### src/pad_cfg_pkg.sv
// Group order sets the drive and slew bit packing and only dio, sram_dq and gpio have Schmitt
`default_nettype none

package pad_cfg_pkg;

    // --------------------
    // Pad groups

    // Order matters, it fixes the bit position in the drive and slew fields
    typedef enum logic [3:0] {
        GRP_DIO         = 4'd0,
        GRP_SRAM_DQ     = 4'd1,
        GRP_SRAM_A      = 4'd2,
        GRP_SRAM_STROBE = 4'd3,
        GRP_AUDIO       = 4'd4,
        GRP_LCD_CLK     = 4'd5,
        GRP_LCD_DAT     = 4'd6,
        GRP_LCD_DCCS    = 4'd7,
        GRP_LCD_BL      = 4'd8,
        GRP_GPIO        = 4'd9
    } pad_group_e;

    localparam int N_PAD_GROUPS = int'(GRP_GPIO) + 1;

    // Drive strength, weakest first
    typedef enum logic [1:0] {
        DRIVE_MIN  = 2'd0,
        DRIVE_LOW  = 2'd1,
        DRIVE_HIGH = 2'd2,
        DRIVE_MAX  = 2'd3
    } drive_e;

    localparam int N_GPIO    = 7;
    // Schmitt bits in order dio, sram_dq, gpio
    localparam int N_SCHMITT = 3;

    // --------------------
    // Pad attributes

    typedef struct packed {
        drive_e [N_PAD_GROUPS-1:0] drive;
        logic   [N_PAD_GROUPS-1:0] slew;    // 1 selects slow edges
        logic   [N_SCHMITT-1:0]    schmitt;
        logic   [N_GPIO-1:0]       gpio_pu;
        logic   [N_GPIO-1:0]       gpio_pd;
    } pad_attr_t;

    // Weakest drive, slow slew, Schmitt on, pull-down on all but the top GPIO
    localparam pad_attr_t PAD_ATTR_RESET = '{
        drive:   '{default: DRIVE_MIN},
        slew:    '1,
        schmitt: '1,
        gpio_pu: '0,
        gpio_pd: 'h3f
    };

    // --------------------
    // Reset sequencing

    localparam int RST_HOLD_CYCLES = 16;
    localparam int RST_HOLD_W      = $clog2(RST_HOLD_CYCLES + 1);
    localparam int RST_SYNC_STAGES = 3;

endpackage

`default_nettype wire

### src/apb_pkg.sv
// Zero wait state APB without pprot or pstrb, word aligned byte addresses only
`default_nettype none

package apb_pkg;

    localparam int ADDR_W = 8;
    localparam int DATA_W = 32;

    // --------------------
    // Bus payloads

    typedef struct packed {
        logic              psel;
        logic              penable;
        logic              pwrite;
        logic [ADDR_W-1:0] paddr;
        logic [DATA_W-1:0] pwdata;
    } apb_req_t;

    typedef struct packed {
        logic [DATA_W-1:0] prdata;
        logic              pready;
        logic              pslverr;
    } apb_rsp_t;

    // --------------------
    // Register map

    typedef enum logic [ADDR_W-1:0] {
        PAD_DRIVE   = 8'h00,
        PAD_SLEW    = 8'h04,
        PAD_SCHMITT = 8'h08,
        GPIO_OUT    = 8'h0c,
        GPIO_OE     = 8'h10,
        GPIO_PU     = 8'h14,
        GPIO_PD     = 8'h18,
        GPIO_IN     = 8'h1c,    // read only
        GPIO_EDGE   = 8'h20,    // write 1 to clear
        SYS_CTRL    = 8'h24     // bit 0 requests soft reset
    } reg_addr_e;

    // Implemented bits per register, the rest read as 0
    localparam int REG_DRIVE_W   = 2 * pad_cfg_pkg::N_PAD_GROUPS;
    localparam int REG_SLEW_W    = pad_cfg_pkg::N_PAD_GROUPS;
    localparam int REG_SCHMITT_W = pad_cfg_pkg::N_SCHMITT;
    localparam int REG_GPIO_W    = pad_cfg_pkg::N_GPIO;

endpackage

`default_nettype wire

### src/gpio_sync.sv
// Inputs are asynchronous to clk and a pulse shorter than one clock period may be missed
`timescale 1ns/1ps
`default_nettype none

module gpio_sync (
    input  logic                           clk,
    input  logic                           rst_n,
    input  logic [pad_cfg_pkg::N_GPIO-1:0] padin_gpio,
    input  logic [pad_cfg_pkg::N_GPIO-1:0] edge_clr,
    output logic [pad_cfg_pkg::N_GPIO-1:0] gpio_level,
    output logic [pad_cfg_pkg::N_GPIO-1:0] gpio_edge
);

    import pad_cfg_pkg::*;

    logic [N_GPIO-1:0] meta_q;
    logic [N_GPIO-1:0] level_q;
    logic [N_GPIO-1:0] level_d_q;
    logic [N_GPIO-1:0] rise;
    logic [N_GPIO-1:0] edge_q;

    // --------------------
    // Input synchronizer

    // Two flops against metastability and a delayed copy for edge detection
    always_ff @(posedge clk) begin
        meta_q    <= padin_gpio;
        level_q   <= meta_q;
        level_d_q <= level_q;
    end

    assign gpio_level = level_q;
    assign rise       = level_q & ~level_d_q;

    // --------------------
    // Sticky edge capture

    // A new edge beats a clear of the same bit
    always_ff @(posedge clk or negedge rst_n) begin
        if (!rst_n) begin
            edge_q <= '0;
        end else begin
            edge_q <= (edge_q & ~edge_clr) | rise;
        end
    end

    assign gpio_edge = edge_q;

endmodule

`default_nettype wire

### src/pad_core.sv
// Everything runs on clk and APB accesses are legal only while enable_fixed_outputs is high
`timescale 1ns/1ps
`default_nettype none

module pad_core (
    input  logic                           clk,
    input  logic                           rst_n,

    // Register access
    input  apb_pkg::apb_req_t              apb_req,
    output apb_pkg::apb_rsp_t              apb_rsp,

    // GPIO pads
    input  logic [pad_cfg_pkg::N_GPIO-1:0] padin_gpio,
    output logic [pad_cfg_pkg::N_GPIO-1:0] padout_gpio,
    output logic [pad_cfg_pkg::N_GPIO-1:0] padoe_gpio,

    // Pad attributes and output-only pad enable
    output pad_cfg_pkg::pad_attr_t         pad_attr,
    output logic                           enable_fixed_outputs
);

    import pad_cfg_pkg::*;

    logic              rst_n_sys;
    logic              soft_rst_req;
    logic [N_GPIO-1:0] edge_clr;
    logic [N_GPIO-1:0] gpio_level;
    logic [N_GPIO-1:0] gpio_edge;

    // --------------------
    // System reset

    reset_ctrl reset_ctrl_u (
        .clk                  (clk),
        .rst_n                (rst_n),
        .soft_rst_req         (soft_rst_req),
        .rst_n_sys            (rst_n_sys),
        .enable_fixed_outputs (enable_fixed_outputs)
    );

    // --------------------
    // Registers and GPIO

    pad_regs pad_regs_u (
        .clk          (clk),
        .rst_n        (rst_n_sys),
        .apb_req      (apb_req),
        .apb_rsp      (apb_rsp),
        .gpio_level   (gpio_level),
        .gpio_edge    (gpio_edge),
        .edge_clr     (edge_clr),
        .soft_rst_req (soft_rst_req),
        .pad_attr     (pad_attr),
        .padout_gpio  (padout_gpio),
        .padoe_gpio   (padoe_gpio)
    );

    gpio_sync gpio_sync_u (
        .clk        (clk),
        .rst_n      (rst_n_sys),
        .padin_gpio (padin_gpio),
        .edge_clr   (edge_clr),
        .gpio_level (gpio_level),
        .gpio_edge  (gpio_edge)
    );

endmodule

`default_nettype wire

### src/pad_regs.sv
// Zero wait state APB slave with full word writes and no byte strobes or protection checks
`timescale 1ns/1ps
`default_nettype none

module pad_regs (
    input  logic                           clk,
    input  logic                           rst_n,

    // APB slave port
    input  apb_pkg::apb_req_t              apb_req,
    output apb_pkg::apb_rsp_t              apb_rsp,

    // GPIO input logic
    input  logic [pad_cfg_pkg::N_GPIO-1:0] gpio_level,
    input  logic [pad_cfg_pkg::N_GPIO-1:0] gpio_edge,
    output logic [pad_cfg_pkg::N_GPIO-1:0] edge_clr,

    // Reset request
    output logic                           soft_rst_req,

    // Pad controls
    output pad_cfg_pkg::pad_attr_t         pad_attr,
    output logic [pad_cfg_pkg::N_GPIO-1:0] padout_gpio,
    output logic [pad_cfg_pkg::N_GPIO-1:0] padoe_gpio
);

    import apb_pkg::*;
    import pad_cfg_pkg::*;

    reg_addr_e         addr;
    logic [DATA_W-1:0] wdata;
    logic [DATA_W-1:0] rdata;
    logic              access;
    logic              addr_ok;
    logic              bus_err;
    logic              wr_en;

    pad_attr_t         pad_attr_q;
    logic [N_GPIO-1:0] gpio_out_q;
    logic [N_GPIO-1:0] gpio_oe_q;

    // --------------------
    // Access decode

    assign addr   = reg_addr_e'(apb_req.paddr);
    assign wdata  = apb_req.pwdata;
    assign access = apb_req.psel & apb_req.penable;

    // Read mux, also flags addresses outside the map
    always_comb begin
        rdata   = '0;
        addr_ok = 1'b1;
        case (addr)
            PAD_DRIVE: begin
                rdata[REG_DRIVE_W-1:0] = pad_attr_q.drive;
            end
            PAD_SLEW: begin
                rdata[REG_SLEW_W-1:0] = pad_attr_q.slew;
            end
            PAD_SCHMITT: begin
                rdata[REG_SCHMITT_W-1:0] = pad_attr_q.schmitt;
            end
            GPIO_OUT: begin
                rdata[REG_GPIO_W-1:0] = gpio_out_q;
            end
            GPIO_OE: begin
                rdata[REG_GPIO_W-1:0] = gpio_oe_q;
            end
            GPIO_PU: begin
                rdata[REG_GPIO_W-1:0] = pad_attr_q.gpio_pu;
            end
            GPIO_PD: begin
                rdata[REG_GPIO_W-1:0] = pad_attr_q.gpio_pd;
            end
            GPIO_IN: begin
                rdata[REG_GPIO_W-1:0] = gpio_level;
            end
            GPIO_EDGE: begin
                rdata[REG_GPIO_W-1:0] = gpio_edge;
            end
            SYS_CTRL: begin
                // Request bit is write only
                rdata = '0;
            end
            default: begin
                addr_ok = 1'b0;
            end
        endcase
    end

    // Errored accesses must not touch any state
    assign bus_err = access & (~addr_ok | (apb_req.pwrite & (addr == GPIO_IN)));
    assign wr_en   = access & apb_req.pwrite & ~bus_err;

    assign apb_rsp.prdata  = rdata;
    assign apb_rsp.pready  = 1'b1;
    assign apb_rsp.pslverr = bus_err;

    // --------------------
    // Control registers

    always_ff @(posedge clk or negedge rst_n) begin
        if (!rst_n) begin
            pad_attr_q <= PAD_ATTR_RESET;
            gpio_out_q <= '0;
            gpio_oe_q  <= '0;
        end else if (wr_en) begin
            case (addr)
                PAD_DRIVE: begin
                    for (int g = 0; g < N_PAD_GROUPS; g++) begin
                        pad_attr_q.drive[g] <= drive_e'(wdata[2*g +: 2]);
                    end
                end
                PAD_SLEW: begin
                    pad_attr_q.slew <= wdata[REG_SLEW_W-1:0];
                end
                PAD_SCHMITT: begin
                    pad_attr_q.schmitt <= wdata[REG_SCHMITT_W-1:0];
                end
                GPIO_OUT: begin
                    gpio_out_q <= wdata[REG_GPIO_W-1:0];
                end
                GPIO_OE: begin
                    gpio_oe_q <= wdata[REG_GPIO_W-1:0];
                end
                GPIO_PU: begin
                    pad_attr_q.gpio_pu <= wdata[REG_GPIO_W-1:0];
                end
                GPIO_PD: begin
                    pad_attr_q.gpio_pd <= wdata[REG_GPIO_W-1:0];
                end
                default: begin
                    // GPIO_EDGE and SYS_CTRL act through strobes below
                end
            endcase
        end
    end

    // --------------------
    // Write strobes

    // Both are single-cycle pulses in the access phase
    assign edge_clr     = (wr_en && addr == GPIO_EDGE) ? wdata[N_GPIO-1:0] : '0;
    assign soft_rst_req = wr_en && (addr == SYS_CTRL) && wdata[0];

    assign pad_attr    = pad_attr_q;
    assign padout_gpio = gpio_out_q;
    assign padoe_gpio  = gpio_oe_q;

endmodule

`default_nettype wire

### src/reset_ctrl.sv
// One clock domain only and soft reset requests are ignored while rst_n is held low
`timescale 1ns/1ps
`default_nettype none

module reset_ctrl (
    input  logic clk,
    input  logic rst_n,
    input  logic soft_rst_req,
    output logic rst_n_sys,
    output logic enable_fixed_outputs
);

    import pad_cfg_pkg::*;

    logic [RST_HOLD_W-1:0]      hold_cnt;
    logic                       hold_q;
    logic                       rst_n_hold;
    logic [RST_SYNC_STAGES-1:0] sync_q;

    // --------------------
    // Soft reset stretch

    // hold_q is high for exactly RST_HOLD_CYCLES cycles after a request
    always_ff @(posedge clk or negedge rst_n) begin
        if (!rst_n) begin
            hold_cnt <= '0;
            hold_q   <= 1'b0;
        end else if (soft_rst_req) begin
            hold_cnt <= RST_HOLD_W'(RST_HOLD_CYCLES);
            hold_q   <= 1'b1;
        end else if (hold_cnt != '0) begin
            hold_cnt <= hold_cnt - 1'b1;
            hold_q   <= (hold_cnt != RST_HOLD_W'(1));
        end
    end

    // Both terms come straight from a pad or a flop, so no glitches here
    assign rst_n_hold = rst_n & ~hold_q;

    // --------------------
    // Release synchronizer

    // Asserts asynchronously, releases after RST_SYNC_STAGES edges
    always_ff @(posedge clk or negedge rst_n_hold) begin
        if (!rst_n_hold) begin
            sync_q <= '0;
        end else begin
            sync_q <= {sync_q[RST_SYNC_STAGES-2:0], 1'b1};
        end
    end

    assign rst_n_sys = sync_q[RST_SYNC_STAGES-1];

    // Output-only pads turn on one edge after the system leaves reset
    always_ff @(posedge clk or negedge rst_n_hold) begin
        if (!rst_n_hold) begin
            enable_fixed_outputs <= 1'b0;
        end else begin
            enable_fixed_outputs <= rst_n_sys;
        end
    end

endmodule

`default_nettype wire

### config.mk
export PLATFORM = sky130hd
export DESIGN_NAME = pad_core
export DESIGN_NICKNAME = d
export VERILOG_FILES = /design/src/pad_cfg_pkg.sv /design/src/apb_pkg.sv /design/src/gpio_sync.sv /design/src/pad_core.sv /design/src/pad_regs.sv /design/src/reset_ctrl.sv
export SDC_FILE = /design/constraint.sdc
export NUM_CORES = 1
export LEC_CHECK = 0
export ABC_AREA = 1
export BUFFER_PORTS_ARGS = -buffer_cell sky130_fd_sc_hd__buf_2
export CELL_PAD_IN_SITES_DETAIL_PLACEMENT = 1
export CELL_PAD_IN_SITES_GLOBAL_PLACEMENT = 1
export CORE_ASPECT_RATIO = 1.4
export CORE_MARGIN = 3
export CORE_UTILIZATION = 39
export CTS_CLUSTER_DIAMETER = 60
export DETAILED_ROUTE_END_ITERATION = 7
export GPL_TIMING_DRIVEN = 0
export MAX_ROUTING_LAYER = met4
export PLACE_DENSITY = 0.84
export SLEW_MARGIN = 10
export SYNTH_ARGS = -nofsm -noshare
export SYNTH_HDL_FRONTEND = slang
export SYNTH_SLANG_ARGS = --single-unit
### constraint.sdc
create_clock -name clk -period 5.21 [get_ports clk]
set_input_delay 0.2605 -clock clk [delete_from_list [all_inputs] [get_ports clk]]
set_output_delay 0.2605 -clock clk [all_outputs]
set_load 0.02 [all_outputs]
Word-level counts from Yosys, hierarchy flattened --
Index checks and enable logic that the tools add are counted.
Storage, ports and cells: flip-flop bits (word level) 99, input port bits 52, logic and storage cells 74
Cells by class: $add $sub $neg 1, equality and inequality tests 10, mux-type cells 10, bitwise gates (word level) 15, reduce and logical (&&, ||, !) cells 14
Operator list (count):
- $eq A8 B5 Y1 const B | 4
- $pmux W4 S8 | 1
- $pmux W3 S9 | 1
- $eq A8 B4 Y1 const B | 2
- $eq A8 B6 Y1 const B | 2
- $and A7 B7 Y7 | 2
- $not A7 Y7 | 2
- $reduce_and A2 Y1 | 7
- $mux W10 | 1
- $mux W5 | 2
- $reduce_or A10 Y1 | 1
- $eq A8 B3 Y1 const B | 1
- $logic_not A8 Y1 | 1
- $mux W7 | 1
- $or A7 B7 Y7 | 1
- $and A1 B1 Y1 | 6
- $pmux W3 S2 | 1
- $ne A5 B1 Y1 const B | 1
- $reduce_bool A5 Y1 | 1
- $sub A5 B1 Y5 const B | 1
- $logic_and A1 B1 Y1 | 3
- $mux W1 | 3
- $not A1 Y1 | 3
- $reduce_bool A2 Y1 | 1
- $or A1 B1 Y1 | 1

Logic depth before layout (Yosys ltp) --
depth after elaboration 13, gate-level depth with buffers 12

Cells and area by module --
From an unflattened synthesis, not the netlist that was laid out.
Unflattened totals: cell total of the unflattened synthesis 564, area, all modules 4434.3 um2
By module, submodules not included:
- pad_regs | instances 1, cells an instance 455, area an instance 3271.9 um2, sequential area each 1550.2 um2
- gpio_sync | instances 1, cells an instance 63, area an instance 726.9 um2, sequential area each 595.6 um2
- reset_ctrl | instances 1, cells an instance 46, area an instance 435.4 um2, sequential area each 250.2 um2

Worst setup path before layout --
No wires, ideal clock.
path kind reg2reg, start point register reset_ctrl_u.sync_q[2], end point register reset_ctrl_u.enable_fixed_outputs, arrival 1.746 ns, slack 3.172 ns, cell stages (with the launch flop) 1, path buffers 0, period minus slack after synthesis 2.038 ns, cell sequence dfrtp_1
RTL lines:
- start: declaration | RTL line reset_ctrl.sv:18 | logic [RST_SYNC_STAGES-1:0] sync_q;
- start signal: assignment | RTL line reset_ctrl.sv:48 | sync_q <= {sync_q[RST_SYNC_STAGES-2:0], 1'b1};
- end signal: assignment | RTL line reset_ctrl.sv:59 | enable_fixed_outputs <= rst_n_sys;
- end: declaration | RTL line reset_ctrl.sv:10 | output logic enable_fixed_outputs
No word-level cell between the ends.

==> summary.txt <==
Clock network
  • Cell at the root of the clock tree: sky130_fd_sc_hd__clkbuf_16
  • TritonCTS sink count: 99
  • Post-CTS Setup Repair Bufs: 0
  • TritonCTS clock tree: built
  • Hold buffer count at CTS: 1
  • CTS clock-pin slew for the worst setup and hold paths: 0.07 ns
  • CTS max path bufs: 2
  • H-Tree Depth: 3
  • Number of gates resized after CTS: 0
  • Num CTS Buffers: 9
  • Clk Latency, worst-skew pair: 0.34 ns

Pwr
  • Sequential fraction of design power: 0.483
  • Overall Power: 1730 uW
  • Sw Share: 0.252
  • VDD IR max: 221 uV
  • Net switching power of the design: 435 uW
  • Combinational power share: 0.112
  • Static leakage: 0.00317 uW
  • Power density relative to cell area: 313 nW/um^2
  • Internal cell power: 1290 uW
  • Portion of total power attributed to the clock network: 0.405

Worst setup path
  • Depth of the most critical reg-to-reg path: 8
  • Origin of the critical flop-to-flop path: reset_ctrl_u.hold_cnt[0]$_DFFE_PN0P_
  • Data arrival time of the worst path: 2.08 ns
  • Critical-path top delay cell: sky130_fd_sc_hd__clkbuf_1
  • Critical Path Fanout Max: 10
  • Worst setup path startpoint: apb_req[38]
  • Worst path most repeated cell: sky130_fd_sc_hd__nand2_1
  • Sort of element at the start of the critical path: input port
  • Sequence of cells on the critical path: buf_2, inv_1, nand2_1, nor2_2, nand2_1, inv_1, clkbuf_1, nand2_1, nand2_1, a221oi_1, nand2_1, buf_2
  • Worst flop-to-flop path endpoint: reset_ctrl_u.hold_cnt[3]$_DFFE_PN0P_
  • Worst Setup End Kind: output port
  • Slack of the worst reg-to-reg path: 3.67 ns
  • CP peak stage delay: 0.46 ns
  • Data required time at the worst endpoint: 4.95 ns
  • WS Path Type: input port to output port

Timing
  • Final hold vios: 0
  • Sum of negative setup slack: 0 ns
  • Transition time at the pin with the least slew margin: 0.582 ns
  • Setup-violating endpoint count in the final report: 0
  • Clock period minus worst slack: 2.34 ns
  • Final worst path period share: 0.449
  • Unrepaired setup endpoints after global routing: no
  • Post-route clock skew: 0.00715 ns
  • Min Hold Slack: 0.00986 ns
  • Slew headroom: 0.612
  • Total count of max-transition violations in the final report: 0
  • FMAX: 427 MHz

Worst hold path
  • Hold Path Origin: padin_gpio[2]
  • Worst-case hold path end point: gpio_sync_u.meta_q[2]$_DFF_P_
  • Number of instances on the worst hold path: 1
  • Class of the tightest hold or removal check: input port to register

Global routing
  • Wire length of the first global-routing pass: 21.8 mm
  • Antenna violations before repair: 0
  • Total overflow reported by the global router: 0
  • Pin count of the biggest net entering global routing: 65
  • Top Usage Layer GRT: met2
  • Global routing usage summed across all routing layers: 0.238
  • Global-route met1 utilization: 0.268
  • Met3 Use GR: 0.0344
  • Vias in the first global route: 4,324
  • GR met2 Demand/Resource: 0.417

Placement
  • Placed Cells: 808
  • IO Port Bufs: 119
  • Detail Placement HPWL: 10.5 mm
  • RePlAce Congestion: 0.915

Final layout
  • Antenna fix cells: 0
  • Area growth from synthesis to layout: 27.0%
  • Post-layout instance count excluding filler cells: 825
  • Filler instances: 1,385
  • Post-layout nets: 734
  • Layout cell share with drive strength beyond 1: 0.276

Synthesis
  • Part of the Yosys area used for sequential elements: 0.552
  • Yosys cell types: 29
  • Synth area leaders: sky130_fd_sc_hd__dfrtp_1 (34%), sky130_fd_sc_hd__nand2_1 (22%), sky130_fd_sc_hd__dfstp_2 (11%)
  • Cell count after synthesis: 535
  • Post-synthesis instance area: 4340 sq um
  • Count of warnings emitted by yosys: 0
  • Fraction of synthesized cell area taken by the top area cell type: 0.340
  • Register bit total from synthesis: 99
  • Largest area contributor in the synthesized netlist: sky130_fd_sc_hd__dfrtp_1
  • Average cell area after synthesis: 8.12 sq um
  • Top post-synthesis cells by count: sky130_fd_sc_hd__nand2_1 (255), sky130_fd_sc_hd__dfrtp_1 (59), sky130_fd_sc_hd__inv_1 (49), sky130_fd_sc_hd__nor2_1 (27)
  • Fraction of registers with async set or reset after synthesis: 0.788
  • Cell with the most instances after synthesis: sky130_fd_sc_hd__nand2_1
  • Most instantiated flip-flop cell in the synthesis netlist: sky130_fd_sc_hd__dfrtp_1
  • Post-synth EDFFs: 0

Detailed routing
  • Detailed router's first-iteration violation count: 223
  • Total number of vias: 4,115
  • Vias per inst: 4.99
  • Number of detailed-routing iterations run before antenna repair: 4
  • DRT antenna net count: 0
  • Post-route DRC: 0
  • Routed length per instance: 17.1 microns
  • Post-detailed-routing wire length: 14.1 mm

Floorplan
  • Overall die area: 12,500 sq um
  • Core outline area: 10,900 sq um
  • Die width: 95.2 microns
  • Number of top-level pins: 148
  • Row Count: 45
  • Initial standard-cell utilization of the core: 0.400
  • Die H: 131 microns

Job
  • Max-capacitance violation count: 0

Outcome
  • Result of the run: complete, no violations
per-stage QoR:
step / instance area [sq um] / utilization / setup WS, ns
2_1_floorplan: 4390 / - / 3.13
3_3_place_gp: 5160 / 0.475 / 2.29
3_5_place_dp: 5190 / 0.478 / 2.89
4_1_cts: 5520 / 0.508 / 2.87
5_1_grt: 5520 / 0.508 / 2.61
6_report: 5520 / 0.508 / 2.87
cells by family (layout without fill, tap and decap cells):
| group | Yosys count | count (layout) | share of synthesized area |
|---|---|---|---|
| AO/OA/AOI/OAI | 37 | 37 | 0.0550 |
| XOR/XNOR | 2 | 2 | 0.00404 |
| adder cells (fa/ha/maj) | 3 | 3 | 0.00865 |
| buffers and inverters | 78 | 215 | 0.0827 |
| flip-flops | 99 | 99 | 0.552 |
| multiplexers | 2 | 2 | 0.00461 |
| other | 2 | 14 | 0.00173 |
| AND/OR/NAND/NOR | 312 | 312 | 0.291 |
flip-flops by register name, summed over array words and instances, names as in the netlist:
signal / flops
pad_regs_u.pad_attr: 47
gpio_sync_u.gpio_edge: 7
gpio_sync_u.gpio_level: 7
gpio_sync_u.level_d_q: 7
gpio_sync_u.meta_q: 7
pad_regs_u.padoe_gpio: 7
pad_regs_u.padout_gpio: 7
reset_ctrl_u.hold_cnt: 5
reset_ctrl_u.sync_q: 3
reset_ctrl_u.enable_fixed_outputs: 1
reset_ctrl_u.hold_q: 1
how the worst max path moves through the flow:
stage | to | cells past startpoint
after floorplan | gpio_sync_u.gpio_edge[0]$_DFF_PN0_ | 0
after global placement | gpio_sync_u.gpio_edge[2]$_DFF_PN0_ | 0
after detailed placement | apb_rsp[6] | 12
after CTS | apb_rsp[5] | 12
after global routing | apb_rsp[5] | 12
final | apb_rsp[6] | 12
routing by layer:
layer / part of all wire / wire length, microns
met5: 0 / 0
met3: 0.053 / 754
met4: 0.027 / 382
met2: 0.54 / 7630
met1: 0.38 / 5340
power by group through the flow:
stage               Combinational [uW]  Clock, uW  Sequential, uW
floorplan                          121          0             855
global placement                   171          0             854
detailed placement                 193          0             848
CTS                                195        711             834
global route                       220        742             838
finish                             194        700             834
final cells by class:
class	instances	area (sq um)	share of cell area
Sequential cell	99	2400	0.435
Clock buffer	13	270	0.0490
Inverter	54	203	0.0368
Tap cell	141	176	0.0320
Multi-Input combinational cell	370	1630	0.296
Buffer	24	156	0.0284
Clock inverter	3	45.0	0.00817
Timing Repair Buffer	121	633	0.115
layout by cell type (no fill, tap or decap), drive strengths merged:
cell type	n
nor3	1
or3	1
a22o	4
dfrtp	59
bufinv	1
conb	14
mux2i	2
dlygate4sd3	1
o2111ai	1
nand3	8
nand2	256
buf	141
dfxtp	21
clkinvlp	2
dfstp	19
a221oi	8
a211oi	2
ha	3
a21oi	1
inv	52
o21ai	21
clkbuf	16
clkinv	2
nand4	12
nor2	34
xor2	2
critical path: cells and delay by family:
family	cells	cell delay [ns]
AO/OA/AOI/OAI	1	0.07
AND/OR/NAND/NOR	6	0.86
buffers and inverters	5	0.88
(Power assumes the default switching activity.)
